===== config.mk =====
export PLATFORM = sky130hd
export DESIGN_NAME = ittage_update_flat
export DESIGN_NICKNAME = d
export VERILOG_FILES = /design/src/verilog/ittage_pkg.sv /design/src/verilog/ittage_update_if.sv /design/src/verilog/ittage_update.sv /design/src/flat_wrapper.sv
export SDC_FILE = /design/constraint.sdc
export NUM_CORES = 1
export LEC_CHECK = 0
export ABC_AREA = 1
export BUFFER_PORTS_ARGS = -buffer_cell sky130_fd_sc_hd__buf_2
export CORE_UTILIZATION = 42
export DETAILED_ROUTE_END_ITERATION = 7
export GPL_ROUTABILITY_DRIVEN = 0
export PLACE_DENSITY = 0.93
export SLEW_MARGIN = 20
export SYNTH_ARGS = -nofsm -noshare
export SYNTH_HDL_FRONTEND = slang
export SYNTH_SLANG_ARGS = --single-unit

===== constraint.sdc =====
create_clock -name clk -period 1.62 [get_ports clk]
set_input_delay 0.162 -clock clk [delete_from_list [all_inputs] [get_ports clk]]
set_output_delay 0.162 -clock clk [all_outputs]
set_load 0.005 [all_outputs]

===== src/verilog/ittage_pkg.sv =====
`default_nettype none

package ittage_pkg;

    parameter int NUM_BANKS   = 4;
    parameter int PC_BITS     = 32;
    parameter int GHIST_BITS  = 64;
    parameter int TAG_BITS    = 9;
    parameter int CTR_BITS    = 2;
    parameter int U_BITS      = 2;
    parameter int OFFSET_BITS = 20;  // A target is this offset followed by a zero bit.
    parameter int RESETU_BITS = 6;

    // Only the two indirect kinds train the predictor.
    typedef enum logic [2:0] {
        BR_COND,
        BR_DIRECT,
        BR_INDIRECT,
        BR_IND_CALL,
        BR_RETURN
    } br_kind_e;

    // What one bank returns from a lookup.
    typedef struct packed {
        logic                   hit;
        logic [CTR_BITS-1:0]    ctr;
        logic [U_BITS-1:0]      u;
        logic [OFFSET_BITS-1:0] offset;
    } bank_entry_t;

    // Leaves with a prediction and comes back with its update.
    typedef struct packed {
        logic [NUM_BANKS-1:0]   provider;    // One-hot, all zero when nothing hit.
        logic [CTR_BITS-1:0]    ctr;
        logic [OFFSET_BITS-1:0] offset;
        logic [OFFSET_BITS-1:0] alt_offset;
        logic [NUM_BANKS-1:0]   u_busy;      // Set where the read row has nonzero usefulness.
    } ittage_meta_t;

endpackage

`default_nettype wire


===== src/verilog/ittage_update_if.sv =====
`timescale 1ns/100ps
`default_nettype none

interface ittage_update_if #(
    parameter int NUM_BANKS = ittage_pkg::NUM_BANKS
);

    logic                                           wr_en;
    logic [NUM_BANKS-1:0]                           provider;
    logic [NUM_BANKS-1:0]                           alloc;
    logic [NUM_BANKS-1:0][ittage_pkg::CTR_BITS-1:0] ctr_new;  // Per bank, since provider and
                                                              // new entry differ.
    logic [NUM_BANKS-1:0]                           u_en;
    logic [ittage_pkg::U_BITS-1:0]                  u_new;
    logic [ittage_pkg::OFFSET_BITS-1:0]             offset_new;
    logic                                           clear_u;

    modport policy (
        output wr_en, provider, alloc, ctr_new, u_en, u_new, offset_new, clear_u
    );

    modport bank (
        input wr_en, provider, alloc, ctr_new, u_en, u_new, offset_new, clear_u
    );

endinterface

`default_nettype wire

===== src/verilog/ittage_update.sv =====
`timescale 1ns/100ps
`default_nettype none

module ittage_update #(
    parameter int NUM_BANKS = ittage_pkg::NUM_BANKS
) (
    input  logic                           clk,
    input  logic                           rst,
    input  logic                           update_valid,
    input  ittage_pkg::br_kind_e           update_kind,
    input  logic                           update_taken,
    input  logic [ittage_pkg::PC_BITS-1:0] update_target,
    input  ittage_pkg::ittage_meta_t       update_meta,
    ittage_update_if.policy                upd
);

    localparam int TGT_PAD  = ittage_pkg::PC_BITS - ittage_pkg::OFFSET_BITS - 1;
    localparam int CNT_BITS = $clog2(NUM_BANKS + 1);

    logic                               wr_en;
    logic                               indirect;
    logic                               pred_err;
    logic                               alt_err;
    logic                               prov_busy;
    logic                               seen;
    logic [ittage_pkg::CTR_BITS-1:0]    ctr_step;
    logic [ittage_pkg::U_BITS-1:0]      u_base;
    logic [ittage_pkg::U_BITS-1:0]      u_step;
    logic [NUM_BANKS-1:0]               above;
    logic [NUM_BANKS-1:0]               cand;
    logic [NUM_BANKS-1:0]               alloc_sel;
    logic [CNT_BITS-1:0]                busy_cnt;
    logic [ittage_pkg::RESETU_BITS-1:0] resetu_ctr;

    assign indirect = (update_kind == ittage_pkg::BR_INDIRECT) ||
                      (update_kind == ittage_pkg::BR_IND_CALL);
    assign wr_en    = update_valid & update_taken & indirect;
    assign pred_err = update_target != {{TGT_PAD{1'b0}}, update_meta.offset, 1'b0};
    assign alt_err  = update_target != {{TGT_PAD{1'b0}}, update_meta.alt_offset, 1'b0};

    always_comb begin
        if (!pred_err) begin
            ctr_step = (update_meta.ctr == '1) ? update_meta.ctr : update_meta.ctr + 1'b1;
        end else begin
            ctr_step = (update_meta.ctr == '0) ? update_meta.ctr : update_meta.ctr - 1'b1;
        end
    end

    // Only the busy bit of the provider comes back, so a busy provider counts as one.
    assign prov_busy = |(update_meta.provider & update_meta.u_busy);
    assign u_base    = {{(ittage_pkg::U_BITS-1){1'b0}}, prov_busy};

    always_comb begin
        if (!pred_err) begin
            u_step = (u_base == '1) ? u_base : u_base + 1'b1;
        end else begin
            u_step = (u_base == '0) ? u_base : u_base - 1'b1;
        end
    end

    // Banks strictly above the provider, or all banks when nothing hit.
    always_comb begin
        above = '0;
        seen  = 1'b0;
        for (int b = 0; b < NUM_BANKS; b++) begin
            above[b] = seen;
            seen     = seen | update_meta.provider[b];
        end
    end

    assign cand      = ~update_meta.u_busy & ((|update_meta.provider) ? above : '1);
    assign alloc_sel = pred_err ? (cand & (~cand + 1'b1)) : '0;  // Lowest free bank.

    always_comb begin
        busy_cnt = '0;
        for (int b = 0; b < NUM_BANKS; b++) begin
            busy_cnt = busy_cnt + CNT_BITS'(update_meta.u_busy[b]);
        end
    end

    assign upd.wr_en      = wr_en;
    assign upd.provider   = update_meta.provider;
    assign upd.alloc      = alloc_sel;
    assign upd.u_new      = u_step;
    assign upd.offset_new = update_target[ittage_pkg::OFFSET_BITS:1];

    generate
        for (genvar b = 0; b < NUM_BANKS; b++) begin : g_per_bank
            assign upd.ctr_new[b] = alloc_sel[b] ? ittage_pkg::CTR_BITS'(1) : ctr_step;
            assign upd.u_en[b]    = update_meta.provider[b] & (pred_err ^ alt_err);
        end
    endgenerate

    always_ff @(posedge clk or posedge rst) begin
        if (rst) begin
            resetu_ctr  <= '0;
            upd.clear_u <= 1'b0;
        end else begin
            if (resetu_ctr == '1) begin
                resetu_ctr <= '0;
            end else if (wr_en && pred_err) begin
                if (busy_cnt < CNT_BITS'(NUM_BANKS / 2)) begin
                    resetu_ctr <= resetu_ctr - 1'b1;  // Few busy rows, so aging is less urgent.
                end else begin
                    resetu_ctr <= resetu_ctr + 1'b1;
                end
            end
            upd.clear_u <= (resetu_ctr == '1);
        end
    end

endmodule

`default_nettype wire


===== src/flat_wrapper.sv =====
// flat-port wrapper written by rule: the top's interface ports become plain ports
module ittage_update_flat 
#(
    parameter int NUM_BANKS = ittage_pkg::NUM_BANKS
)
  (clk, rst, update_valid, update_kind, update_taken, update_target, update_meta, upd_wr_en, upd_provider, upd_alloc, upd_ctr_new, upd_u_en, upd_u_new, upd_offset_new, upd_clear_u);
  ittage_update_if #(.NUM_BANKS(NUM_BANKS)) upd_i ();
  input  logic clk;
  input  logic rst;
  input  logic update_valid;
  input  ittage_pkg::br_kind_e update_kind;
  input  logic update_taken;
  input  logic [ittage_pkg::PC_BITS-1:0] update_target;
  input  ittage_pkg::ittage_meta_t update_meta;
  output wire logic [$bits(upd_i.wr_en)-1:0] upd_wr_en;
  output wire logic [$bits(upd_i.provider)-1:0] upd_provider;
  output wire logic [$bits(upd_i.alloc)-1:0] upd_alloc;
  output wire logic [$bits(upd_i.ctr_new)-1:0] upd_ctr_new;
  output wire logic [$bits(upd_i.u_en)-1:0] upd_u_en;
  output wire logic [$bits(upd_i.u_new)-1:0] upd_u_new;
  output wire logic [$bits(upd_i.offset_new)-1:0] upd_offset_new;
  output wire logic [$bits(upd_i.clear_u)-1:0] upd_clear_u;
  assign upd_wr_en = upd_i.wr_en;
  assign upd_provider = upd_i.provider;
  assign upd_alloc = upd_i.alloc;
  assign upd_ctr_new = upd_i.ctr_new;
  assign upd_u_en = upd_i.u_en;
  assign upd_u_new = upd_i.u_new;
  assign upd_offset_new = upd_i.offset_new;
  assign upd_clear_u = upd_i.clear_u;
  ittage_update #(.NUM_BANKS(NUM_BANKS)) u_core (.clk(clk), .rst(rst), .update_valid(update_valid), .update_kind(update_kind), .update_taken(update_taken), .update_target(update_target), .update_meta(update_meta), .upd(upd_i));
endmodule

Word-level counts from Yosys, hierarchy flattened
Cells that the tools add are included. Widths: inputs -> output; s select.

Input bits: 89. Register bits: 7.

Reduce and logical (&&, ||, !) cells: 7. Add/subtract/negate cells: 10. Bitwise gates (word level): 14. Order comparisons: 1. Equal/unequal tests: 6. Mux-type cells: 14.

Operators with widths (count): $ne 32x21->1 (2); $mux 2 (9); $mux 6 (3); $and 4x4->4 (3); $mux 4 (2); $not 4->4 (2); $reduce_or 4->1 (2); $add 3x1->3 (2); $add 6x1->6 const B (1); $and 1x1->1 (6); $eq 3x2->1 const B (2); $eq 6x6->1 const B (1); $sub 6x1->6 const B (1); $add 4x1->4 const B (1); $logic_not 2->1 (2); $lt 3x2->1 const B (1); $add 1x1->2 (1); $add 1x1->2 const B (1); $add 2x1->2 const B (1); $eq 2x2->1 const B (1); $or 1x1->1 (2); $reduce_bool 2->1 (1); $sub 1x1->2 const B (1); $sub 2x1->2 const B (1); other kinds (3) (3).

Logic depth before layout (Yosys ltp)
Gate-level depths: netlist (run 1).

Depth after elaboration: 9. Mapped depth: 15. Mapped depth without buffers: 15.

Worst setup path before layout (run 1)
Ideal clock, no wire load.

Kind: in2reg. Start: input update_meta[0] (netlist bit). End: register u_core.resetu_ctr[5] (netlist bit). Path buffers: 0. Cell stages on the path: 13. Path slack: -0.226 ns. Arrival: 1.729 ns. Data required time: 1.503 ns. Cells stage by stage: ha_1 ha_1 nand2_1 nand2_2 inv_1 ha_1 inv_1 nor2_1 nand3_1 nand3_1 nand2_1 nand2_1 nand2_1.

Word-level cells in the longest chain between the ends: 7.

Ends and longest elaborated chain: start, declared (line flat_wrapper.sv:14) `input ittage_pkg::ittage_meta_t update_meta;`; $add 1x1->2 (line ittage_update.sv:77) `busy_cnt = busy_cnt + CNT_BITS'(update_meta.u_busy[b]);`; $add 3x1->3 (2 in series) (line ittage_update.sv:77); $lt 3x2->1 (line ittage_update.sv:102) `if (busy_cnt < CNT_BITS'(NUM_BANKS / 2)) begin`; $mux 6 (line ittage_update.sv:102); $mux 6 (line ittage_update.sv:101) `end else if (wr_en && pred_err) begin`; $mux 6 (line ittage_update.sv:99) `if (resetu_ctr == '1) begin`; end signal, assigned (line ittage_update.sv:103) `resetu_ctr <= resetu_ctr - 1'b1;`; end signal, assigned (line ittage_update.sv:105) `resetu_ctr <= resetu_ctr + 1'b1;`; end, declared (line ittage_update.sv:33) `logic [ittage_pkg::RESETU_BITS-1:0] resetu_ctr;`.

Every way passes these cells. The select of a mux whose other input is x is not followed. A chain may end at the register's enable or synchronous reset.

Worst setup path in the final report (run 1)
Start: input update_meta[1] (netlist bit). End: register u_core.resetu_ctr[5] (netlist bit).

The elaborated chain is that of the path after synthesis.

==> run metrics, run 1 <==
placed cells 530; Die Y 68.4 µm; HPWL reported at the end of detailed placement 4660 µm; routed wl met2 3090 µm; Vias/cell between 4 and 5; Crit. End Element register; RSZ-0062 raised after global routing yes; top post-synthesis cells by area nand2_1 (28%), inv_1 (14%), buf_4 (9.7%); DR iter-0 viols a little over 80; r2r worst-path depth 5; area grow syn2layout 54.9%; First-pass DRT Iterations 4; Synth area leader nand2_1; Avg Synthesized Cell Area around 5.1 µm²; clock sink total 7; CTS Buffer Depth 2; Syn. warnings 0; layout cells sized above 1 0.442; vias in the first global route between 2000 and 2500; max-slew violation count 0; post-layout util 0.698; setup slack, reg-to-reg 0.15 ns; maximum VDD drop 0.000503 V; FF-to-FF Start u_core.resetu_ctr[3]; final setup TNS -0.0247 ns; Mapped Nets ~460; Max Freq between 600 and 700 MHz; sequential-to-total area share from yosys stat 0.0945; DIE AREA 0.00468 mm²; grt ovf 0; Initial Util 0.451; worst min path class input pin to register; Slowest cell on crit path ha_4; worst setup path start update_meta[1]; Final Skew between 0.0003 and 0.0004 ns; antenna fix cells 0; Inserted Clock Buffers 3; Via Count 2569; share of the synthesized area in the top cell type 0.277; highest routed layer met4; final critical-path required period 1.64 ns; worst setup path endpoint u_core.resetu_ctr[5]; die extent in x approximately 70 µm; first-pass GRT wire length approximately 8500 µm; CP Cell Sequence buf_8 > ha_4 > ha_4 > nand2_4 > nand2_4 > inv_4 > ha_4 > nand3_2 > nor2_1 > nor2_1 > nand3_1 > nand2_1 > nand2_1 > nand2_1; detailed-route DRC error count 0; routed wire length 5880 µm; clk root buf clkbuf_8; EDFF count, synth 0; largest net degree at the start of global routing 12; Leak Pwr about 1.8 nW; clock-pin slew on the worst setup and hold paths approximately 0.040 ns; failing checks setup timing; Seq cells post-synth 7; Core Area approximately 0.0041 mm²; max cap viols 0; post-DR wirelength/cell between 10 and 15 µm; Startpoint Class input pin; synth unique cells 28; layout net count 583; top_reg_cell synth dfrtp_1; actual slew at the worst max-slew pin ~0.36 ns; PortBufs roughly 130; final hold violation count 0; fin crit share 1.02; synthesized area 0.00185 mm²; PwrDens around 620 mW/mm²; Async SR Flop Fraction 1.00; status complete, but fails checks; Total GRT Usage 0.234; Critical Path Fanout Max 4; crit path DAT ~1.8 ns; required time worst endpoint between 1.5 and 2 ns; cell count after synthesis between 300 and 400; initial antenna violation count 0; CP max stage delay 0.28 ns; CTS tree built; setup violators final 1; Hold WS around 0.28 ns; final worst slack -0.0247 ns; Setup Crit Path Kind input pin to register; CTS H-Tree Depth 1; routed wl met3 323 µm; RR Endpoint u_core.resetu_ctr[2]; Routed Antenna Nets 0; clk_lat worst skew approximately 0.22 ns; Final Instance Count excl. Fillers 539; row count 23; M1 WL roughly 2400 µm; number of top-level pins approximately 130; Worst slew margin 0.758
layout make-up:
cell class              instances  area (µm²)
flip-flops and latches          7         175
repair buffers                146         897
clock buffers                   4        45.0
multi-input cells             255        1390
inverters                      77         299
fillers                       365        1240
well taps                      50        62.6
flip-flops by register name, summed over array words and instances (netlist names):
register            flops
u_core.resetu_ctr       6
u_core.upd.clear_u      1
cell usage after synthesis, types with 3 or more instances:
| library cell | count |
|---|---|
| nand2_1 | 137 |
| inv_1 | 69 |
| nor2_1 | 44 |
| buf_4 | 24 |
| nand3_1 | 23 |
| xnor2_1 | 9 |
| dfrtp_1 | 7 |
| inv_2 | 7 |
| nand2_2 | 5 |
| xor2_1 | 5 |
| a21oi_1 | 4 |
| ha_1 | 4 |
| o21ai_0 | 4 |
| nand4_1 | 3 |
cells in the final DEF (no fill, tap or decap), types with 2 or more instances in the layout:
cell,Yosys,final
nor2_2,2,12
nor2_4,1,6
buf_2,0,112
nand2_1,137,123
buf_4,24,20
inv_2,7,11
a21oi_2,0,3
buf_6,1,9
o21bai_1,2,2
inv_1,69,63
nor3_1,2,2
xnor2_1,9,9
o21ai_0,4,4
buf_8,0,2
nor2_1,44,29
nand2_2,5,16
inv_4,0,2
clkbuf_8,0,3
xor2_1,5,5
nand2_4,1,4
ha_4,0,3
dfrtp_1,7,7
nand4_1,3,3
nand3_2,2,5
nand3_1,23,19
power breakdown:
part	switching [W]	internal, W
clock	0.0000721	0.000170
sequential	0.0000951	0.000246
combinational	0.000641	0.000560
metrics by stage:
stage	power (W)	setup WS [ns]	cell area [µm²]
5_1_grt	0.00197	-0.148	2870
3_5_place_dp	0.00138	-0.249	2530
6_report	0.00178	-0.0247	2870
4_1_cts	0.00164	0.000507	2590
3_3_place_gp	0.00134	-0.181	2530
2_1_floorplan	0.000986	-0.0172	1910
layer usage:
metal	up-vias	GRT usage
met5	-	0
met3	10	0.0200
li1	1307	-
met1	1145	0.262
met2	107	0.464
met4	0	0.0495
what timing repair did:
action / CTS / global route
hold buffers: 1 / 0
buffers inserted: 0 / 3
pin swaps: 3 / 26
gates resized for setup: 2 / 73
hold endpoints to repair: 7 / 0
cloned: 0 / 1
endpoints found under the setup margin: 9 / 16
logic make-up (layout without fill, tap and decap cells):
group,after synthesis,after routing,synth area share
AO/OA/AOI/OAI,15,15,0.0493
XOR/XNOR,14,14,0.0661
adder cells (fa/ha/maj),4,4,0.0270
buffers and inverters,102,227,0.262
flip-flops,7,7,0.0945
AND/OR/NAND/NOR,222,222,0.501
worst max-delay path, delay by kind of cell:
kind	cells	cell delay, ns
adders and majority gates	3	0.78
buffers and inverters	2	0.14
and+or+nand+nor	9	0.67
worst min path at each step:
| stage | from | depth (start not counted) | end | slack [ns] |
|---|---|---|---|---|
| 6_report | update_kind[2] | 4 | u_core.resetu_ctr[3] | 0.28 |
| 5_1_grt | update_kind[2] | 4 | u_core.resetu_ctr[3] | 0.30 |
| 3_3_place_gp | rst | 2 | u_core.resetu_ctr[0] | 0.11 |
| 2_1_floorplan | rst | 1 | u_core.resetu_ctr[0] | -0.03 |
| 4_1_cts | update_kind[2] | 4 | u_core.resetu_ctr[3] | 0.27 |
| 3_5_place_dp | rst | 2 | u_core.resetu_ctr[0] | 0.11 |
Note: power is estimated with default switching activity, not from simulation.
==> inputs of run 2 (changes only) <==
- ABC_AREA: 1 -> 0
- CORE_UTILIZATION: 42 -> 39
- PLACE_DENSITY: 0.93 -> 0.92
==> run 2 against run 1 <==
The run still ends with setup timing left; total power rose by 1.7%; highest routed layer unchanged; clock skew rose by 0.00089 ns; first-iteration DRC count rose by 67%; register-to-register slack got worse by 0.23 ns; clock-buffer cell count did not move; largest cell class unchanged; critical path depth fell by 3; utilization rose by 8.1 points; setup slack got worse by 0.43 ns; critical path type unchanged; die area fell by 7.8%; combinational power rose by 4%; global-route usage rose by 5.8 points.
==> run metrics, run 2 <==
crit path DAT 2.17 ns (was 1.76 ns); actual slew at the worst max-slew pin 0.437 ns (was 0.360 ns); HPWL reported at the end of detailed placement 4910 µm (was 4660 µm); Core Area 0.00377 mm² (was 0.00412 mm²); Post-DP Area 0.00242 mm² (was 0.00253 mm²); Startpoint Class input pin (unchanged); Mapped Nets 283 (was 457); Initial Util 0.420 (was 0.451); first-pass GRT wire length 9620 µm (was 8530 µm); Finished Cell Area 0.00294 mm² (was 0.00287 mm²); synthesized area 0.00158 mm² (was 0.00185 mm²); initial antenna violation count 0 (unchanged); Avg Synthesized Cell Area 8.34 µm² (was 5.09 µm²); fin crit share 1.28 (was 1.02); CTS Buffer Depth 2 (unchanged); Final Instance Count excl. Fillers 391 (was 539); clock-pin slew on the worst setup and hold paths 0.04 ns (about the same); row count 22 (was 23); status complete, but fails checks (unchanged); layout cells sized above 1 0.665 (was 0.442); Largest Register u_core.resetu_ctr (unchanged); PortBufs 131 (unchanged); max reg flops 6 (unchanged); die extent in x 65.7 µm (was 68.4 µm); Critical Path Fanout Max 2 (was 4); Worst slew margin 0.708 (was 0.758); top post-synthesis cells by count xor2_1 (32), buf_4 (24), nand2_1 (10) (was nand2_1 (137), inv_1 (69), nor2_1 (44)); share of the synthesized area in the top cell type 0.177 (was 0.277); area grow syn2layout 85.4% (was 54.9%); required time worst endpoint 1.72 ns (was 1.73 ns); most frequent cells in the layout buf_2 (117), buf_4 (37), xor2_1 (25) (was nand2_1 (123), buf_2 (112), inv_1 (63)); final critical-path required period 2.07 ns (was 1.64 ns); worst min path class input pin to asynchronous set/reset pin (was input pin to register); Synth area leader xor2_1 (was nand2_1); top-count cell post-synth xor2_1 (was nand2_1); PwrDens 618 mW/mm² (was 621 mW/mm²); Final Skew 0.00120 ns (was 0.000308 ns); CTS tree built (unchanged); Setup Crit Path Kind input pin to register (unchanged); First-pass DRT Iterations 4 (unchanged); Routed Antenna Nets 0 (unchanged); max-slew violation count 0 (unchanged); detailed-route DRC error count 0 (unchanged); Leak Pwr 1.47 nW (was 1.81 nW); CTS H-Tree Depth 1 (unchanged); pre-CTS setup slack -0.864 ns (was -0.249 ns); total power 0.00181 W (was 0.00178 W); post-DR wirelength/cell 17.5 µm (was 10.9 µm); clk_lat worst skew 0.23 ns (was 0.22 ns); Via Count 2184 (was 2569); maximum VDD drop 0.000302 V (was 0.000503 V); sequential-to-total area share from yosys stat 0.111 (was 0.0945); final hold violation count 0 (unchanged); DR iter-0 viols 135 (was 81); Vias/cell 5.59 (was 4.77); EDFF count, synth 0 (unchanged); Async SR Flop Fraction 1.00 (unchanged); Total GRT Usage 0.292 (was 0.234); RSZ-0062 raised after global routing yes (unchanged); top post-synthesis cells by area xor2_1 (18%), buf_4 (11%), dfrtp_1 (11%) (was nand2_1 (28%), inv_1 (14%), buf_4 (9.7%)); max cap viols 0 (unchanged); Seq cells post-synth 7 (unchanged); Crit. End Element register (unchanged); routed wire length 6830 µm (was 5880 µm); Die Y 65.7 µm (was 68.4 µm); vias in the first global route 2122 (was 2183); largest net degree at the start of global routing 13 (was 12); post-layout util 0.779 (was 0.698); layout net count 437 (was 583); DIE AREA 0.00432 mm² (was 0.00468 mm²); grt ovf 0 (unchanged); number of top-level pins 133 (unchanged); antenna fix cells 0 (unchanged); Syn. warnings 0 (unchanged); setup violators final 23 (was 1); failing checks setup timing (unchanged); top_reg_cell synth dfrtp_1 (unchanged); Top Registers u_core.resetu_ctr: 6 flops, u_core.upd.clear_u: 1 flops (unchanged); final worst slack -0.451 ns (was -0.0247 ns); placed cells 379 (was 530); Max Freq 483 MHz (was 608 MHz); clock sink total 7 (unchanged); Inserted Clock Buffers 3 (unchanged); commonest non-fill, non-tap cell in the layout buf_2 (was nand2_1); clk root buf clkbuf_8 (unchanged); synth unique cells 48 (was 28); cell count after synthesis 190 (was 364)
-- run 2: changes by cell type in the layout (fill, tap and decap cells not counted), sizes merged, moves of 4 or more --
cell	delta
a211o	+4
o221ai	+4
inv	-72
and2	+6
nor2	-39
nand3	-23
a21boi	+4
xor2	+27
mux2i	+6
nor4	+11
buf	+33
nand2	-133
-- run 2: repair_timing --
| action | 4_1_cts | 5_1_grt |
|---|---|---|
| hold buffers | 1 | 0 |
| cloned | 1 | 0 |
| gates resized for setup | 41 | 37 |
| setup endpoints to repair | 23 | 24 |
| pin swaps | 39 | 25 |
| buffers inserted | 3 | 3 |
| hold endpoints to repair | 7 | 0 |
-- run 2: area by class of cell --
type | instances | area, µm²
fillers | 238 | 835
inverters | 4 | 17.5
flip-flops and latches | 7 | 175
multi-input cells | 150 | 1500
well taps | 48 | 60.1
clock buffers | 4 | 45.0
repair buffers | 178 | 1140
-- run 2: layer usage --
layer  vias up  global-route usage  part of all wire
li1        981                   -                 -
met1      1008               0.279              0.34
met2       160               0.594              0.54
met3        35              0.0260             0.067
met4         0               0.155             0.051
met5         -                   0                 0
-- run 2: power breakdown --
part / total (W) / switching, W / internal [W]
Clock: 0.000246 / 0.0000759 / 0.000170
Combinational: 0.00125 / 0.000611 / 0.000639
Sequential: 0.000318 / 0.0000674 / 0.000251
Total: 0.00181 / 0.000754 / 0.00106
-- run 2: final timing paths --
kind,startpoint,to,slack (ns),depth (start not counted)
min reg2reg,u_core.resetu_ctr[5],u_core.resetu_ctr[5],0.47,1
min,rst,u_core.resetu_ctr[5],0.43,3
max,update_meta[0],u_core.resetu_ctr[4],-0.45,11
min in group clk,u_core.resetu_ctr[5],u_core.resetu_ctr[5],0.47,1
max reg2reg,u_core.resetu_ctr[1],u_core.resetu_ctr[4],-0.08,7
max in group asynchronous,rst,u_core.upd.clear_u,0.96,3
-- run 2: cells by family after synthesis --
group | count (synthesis) | synth area share
AND/OR/NAND/NOR | 55 | 0.224
AO/OA/AOI/OAI | 43 | 0.226
XOR/XNOR | 41 | 0.227
buffers and inverters | 34 | 0.143
flip-flops | 7 | 0.111
multiplexers | 6 | 0.0379
adder cells (fa/ha/maj) | 4 | 0.0316
-- run 2: worst max-delay path, cell delays in order --
cell and delay [ns]:
buf_8 0.10, ha_4 0.26, ha_4 0.18, a211o_1 0.28, xnor2_1 0.15, ha_2 0.18
o31a_1 0.23, or3_4 0.33, o21ai_2 0.07, o211ai_2 0.10, mux2i_1 0.13
-- run 2: stage by stage --
step	hold WS [ns]	TNS, ns
2_1_floorplan	-0.0346	-1.50
3_3_place_gp	0.104	-4.97
3_5_place_dp	0.115	-6.03
4_1_cts	0.426	-3.61
5_1_grt	0.455	-5.89
6_report	0.432	-4.56
==> inputs of run 3 (changes only) <==
- CORE_MARGIN: unset -> 2
- SETUP_SLACK_MARGIN: unset -> 0.4
==> run 3 against run 2 <==
Clock skew hardly changed; the run still ends with setup timing left; first-iteration DRC count is 30% lower; cell count is 3.3% higher; routed wire length is 12% lower; largest cell class unchanged; register-to-register slack worse by 0.09 ns; die area is 6.2% higher; global-route usage is 2.2 points lower; sequential share of layout area is 0.11 points higher; worst hold slack worse by 0.021 ns; clock power is 6% higher.
==> run metrics, run 3 (synthesis results as in run 2) <==
required time worst endpoint 1.73 ns (was 1.72 ns); CTS H-Tree Depth 1 (unchanged); crit-path leading delay family compound AO/OA/AOI/OAI gates (unchanged); final hold violation count 0 (unchanged); Vias/cell 5.29 (was 5.59); Post-DP Area 0.00248 mm² (was 0.00242 mm²); DIE AREA 0.00459 mm² (was 0.00432 mm²); setup violators final 24 (was 23); Startpoint Class input pin (unchanged); max cap viols 0 (unchanged); maximum VDD drop 0.000317 V (was 0.000302 V); largest net degree at the start of global routing 13 (unchanged); PortBufs 131 (unchanged); Total GRT Usage 0.270 (was 0.292); CTS tree built (unchanged); post-layout util 0.731 (was 0.779); Filler cells 285 (was 238); initial antenna violation count 0 (unchanged); routed wire length 5980 µm (was 6830 µm); post-DR wirelength/cell 14.8 µm (was 17.5 µm); HPWL reported at the end of detailed placement 4720 µm (was 4910 µm); Finished Cell Area 0.00288 mm² (was 0.00294 mm²); final worst slack -0.533 ns (was -0.451 ns); DR iter-0 viols 94 (was 135); number of top-level pins 133 (unchanged); final critical-path required period 2.15 ns (was 2.07 ns); clock-pin slew on the worst setup and hold paths 0.04 ns (about the same); area grow syn2layout 81.9% (was 85.4%); Max Freq 464 MHz (was 483 MHz); Worst slew margin 0.752 (was 0.708); actual slew at the worst max-slew pin 0.371 ns (was 0.437 ns); Top Registers u_core.resetu_ctr: 6 flops, u_core.upd.clear_u: 1 flops (unchanged); most frequent CP cell ha_4 (unchanged); vias in the first global route 2190 (was 2122); Largest Register u_core.resetu_ctr (unchanged); CP max stage delay 0.36 ns (was 0.33 ns); Crit. End Element register (unchanged); die extent in x 67.7 µm (was 65.7 µm); detailed-route DRC error count 0 (unchanged); Die Y 67.7 µm (was 65.7 µm); CP Cell Sequence buf_8 > ha_4 > ha_4 > a211o_1 > xnor2_2 > ha_2 > o31a_1 > or3_1 > o21ai_1 > o211ai_2 > mux2i_1 (was buf_8 > ha_4 > ha_4 > a211o_1 > xnor2_1 > ha_2 > o31a_1 > or3_4 > o21ai_2 > o211ai_2 > mux2i_1); row count 23 (was 22); Slowest cell on crit path or3_1 (was or3_4); clk root buf clkbuf_8 (unchanged); layout net count 448 (was 437); most frequent cells in the layout buf_2 (121), buf_4 (49), xor2_1 (28) (was buf_2 (117), buf_4 (37), xor2_1 (25)); Final Skew 0.000820 ns (was 0.00120 ns); status complete, but fails checks (unchanged); failing checks setup timing (unchanged); Core Area 0.00394 mm² (was 0.00377 mm²); Inserted Clock Buffers 3 (unchanged); CTS Buffer Depth 2 (unchanged); Setup Crit Path Kind input pin to register (unchanged); Critical Path Fanout Max 2 (unchanged); CP bufs+invs 1 (unchanged); Routed Antenna Nets 0 (unchanged); worst min path class input pin to asynchronous set/reset pin (unchanged); grt ovf 0 (unchanged); clk_lat worst skew 0.23 ns (about the same); max-slew violation count 0 (unchanged); crit path DAT 2.26 ns (was 2.17 ns); Via Count 2137 (was 2184); antenna fix cells 0 (unchanged); First-pass DRT Iterations 4 (unchanged); commonest non-fill, non-tap cell in the layout buf_2 (unchanged); clock sink total 7 (unchanged); fin crit share 1.33 (was 1.28); first-pass GRT wire length 9340 µm (was 9620 µm); max reg flops 6 (unchanged); layout cells sized above 1 0.661 (was 0.665); RSZ-0062 raised after global routing yes (unchanged); Initial Util 0.402 (was 0.420); PwrDens 616 mW/mm² (was 618 mW/mm²); Leak Pwr 1.51 nW (was 1.47 nW)
## run 3: changes by cell type in the layout (fill, tap and decap cells not counted), moves of 3 or more
cell	change
nor2_2	+4
nor4_4	-4
nor2_1	-4
buf_2	+4
buf_6	-5
buf_4	+12
nor4_1	+4
xor2_1	+3
## run 3: path summary, 6_finish.rpt
path / from / end / slack, ns / cells after the start
worst max register to register: u_core.resetu_ctr[1] / u_core.resetu_ctr[4] / -0.17 / 7
min in group clk: u_core.resetu_ctr[5] / u_core.resetu_ctr[5] / 0.46 / 1
worst max-delay path: update_meta[1] / u_core.resetu_ctr[4] / -0.53 / 11
max in group asynchronous: rst / u_core.resetu_ctr[3] / 0.98 / 3
worst min register to register: u_core.resetu_ctr[5] / u_core.resetu_ctr[5] / 0.46 / 1
worst min-delay path: rst / u_core.resetu_ctr[5] / 0.41 / 3
## run 3: worst register-to-register path, delay by kind of cell, from the launching register on
family	cells	cell delay [ns]
compound gates	3	0.43
xor+xnor	1	0.15
fa+ha+maj	1	0.18
flops	1	0.41
mux	1	0.14
simple gates	1	0.36
## run 3: layout make-up
type / instances / area, µm² / share of cell area
flip-flops and latches: 7 / 175 / 0.0608
inverters: 4 / 17.5 / 0.00608
multi-input cells: 150 / 1390 / 0.482
repair buffers: 189 / 1190 / 0.414
clock buffers: 4 / 45.0 / 0.0156
well taps: 50 / 62.6 / 0.0217
## run 3: repair_timing
| item | 4_1_cts | 5_1_grt |
|---|---|---|
| setup buffers | 14 | 2 |
| gates cloned | 1 | 0 |
| pin swaps | 28 | 10 |
| resized for setup | 37 | 12 |
| hold buffers | 1 | 0 |
| setup endpoints to repair | 24 | 25 |
| hold endpoints to repair | 7 | 0 |
## run 3: power breakdown
part	switching (W)	total (W)	leakage, nW	internal, W
clock network	0.0000895	0.000261	0.0228	0.000171
registers	0.0000707	0.000321	0.0870	0.000251
logic	0.000534	0.00119	1.40	0.000659
total	0.000694	0.00177	1.51	0.00108
## run 3: metal layers
metal,vias up,share of wire,track usage
li1,1008,-,-
met1,1006,0.36,0.269
met2,104,0.53,0.529
met3,19,0.068,0.0367
met4,0,0.036,0.143
met5,-,0,0
## run 3: metrics by stage
step | hold WS [ns] | cells | TNS [ns] | total power, W | setup WS, ns
global route | 0.461 | 404 | -6.92 | 0.00191 | -0.627
finish | 0.411 | 404 | -4.53 | 0.00177 | -0.533
CTS | 0.421 | 402 | -3.80 | 0.00171 | -0.553
global placement | 0.106 | 382 | -5.17 | 0.00127 | -0.764
floorplan | -0.0346 | 190 | -1.50 | 0.000882 | -0.653
detailed placement | 0.121 | 382 | -6.58 | 0.00131 | -0.816
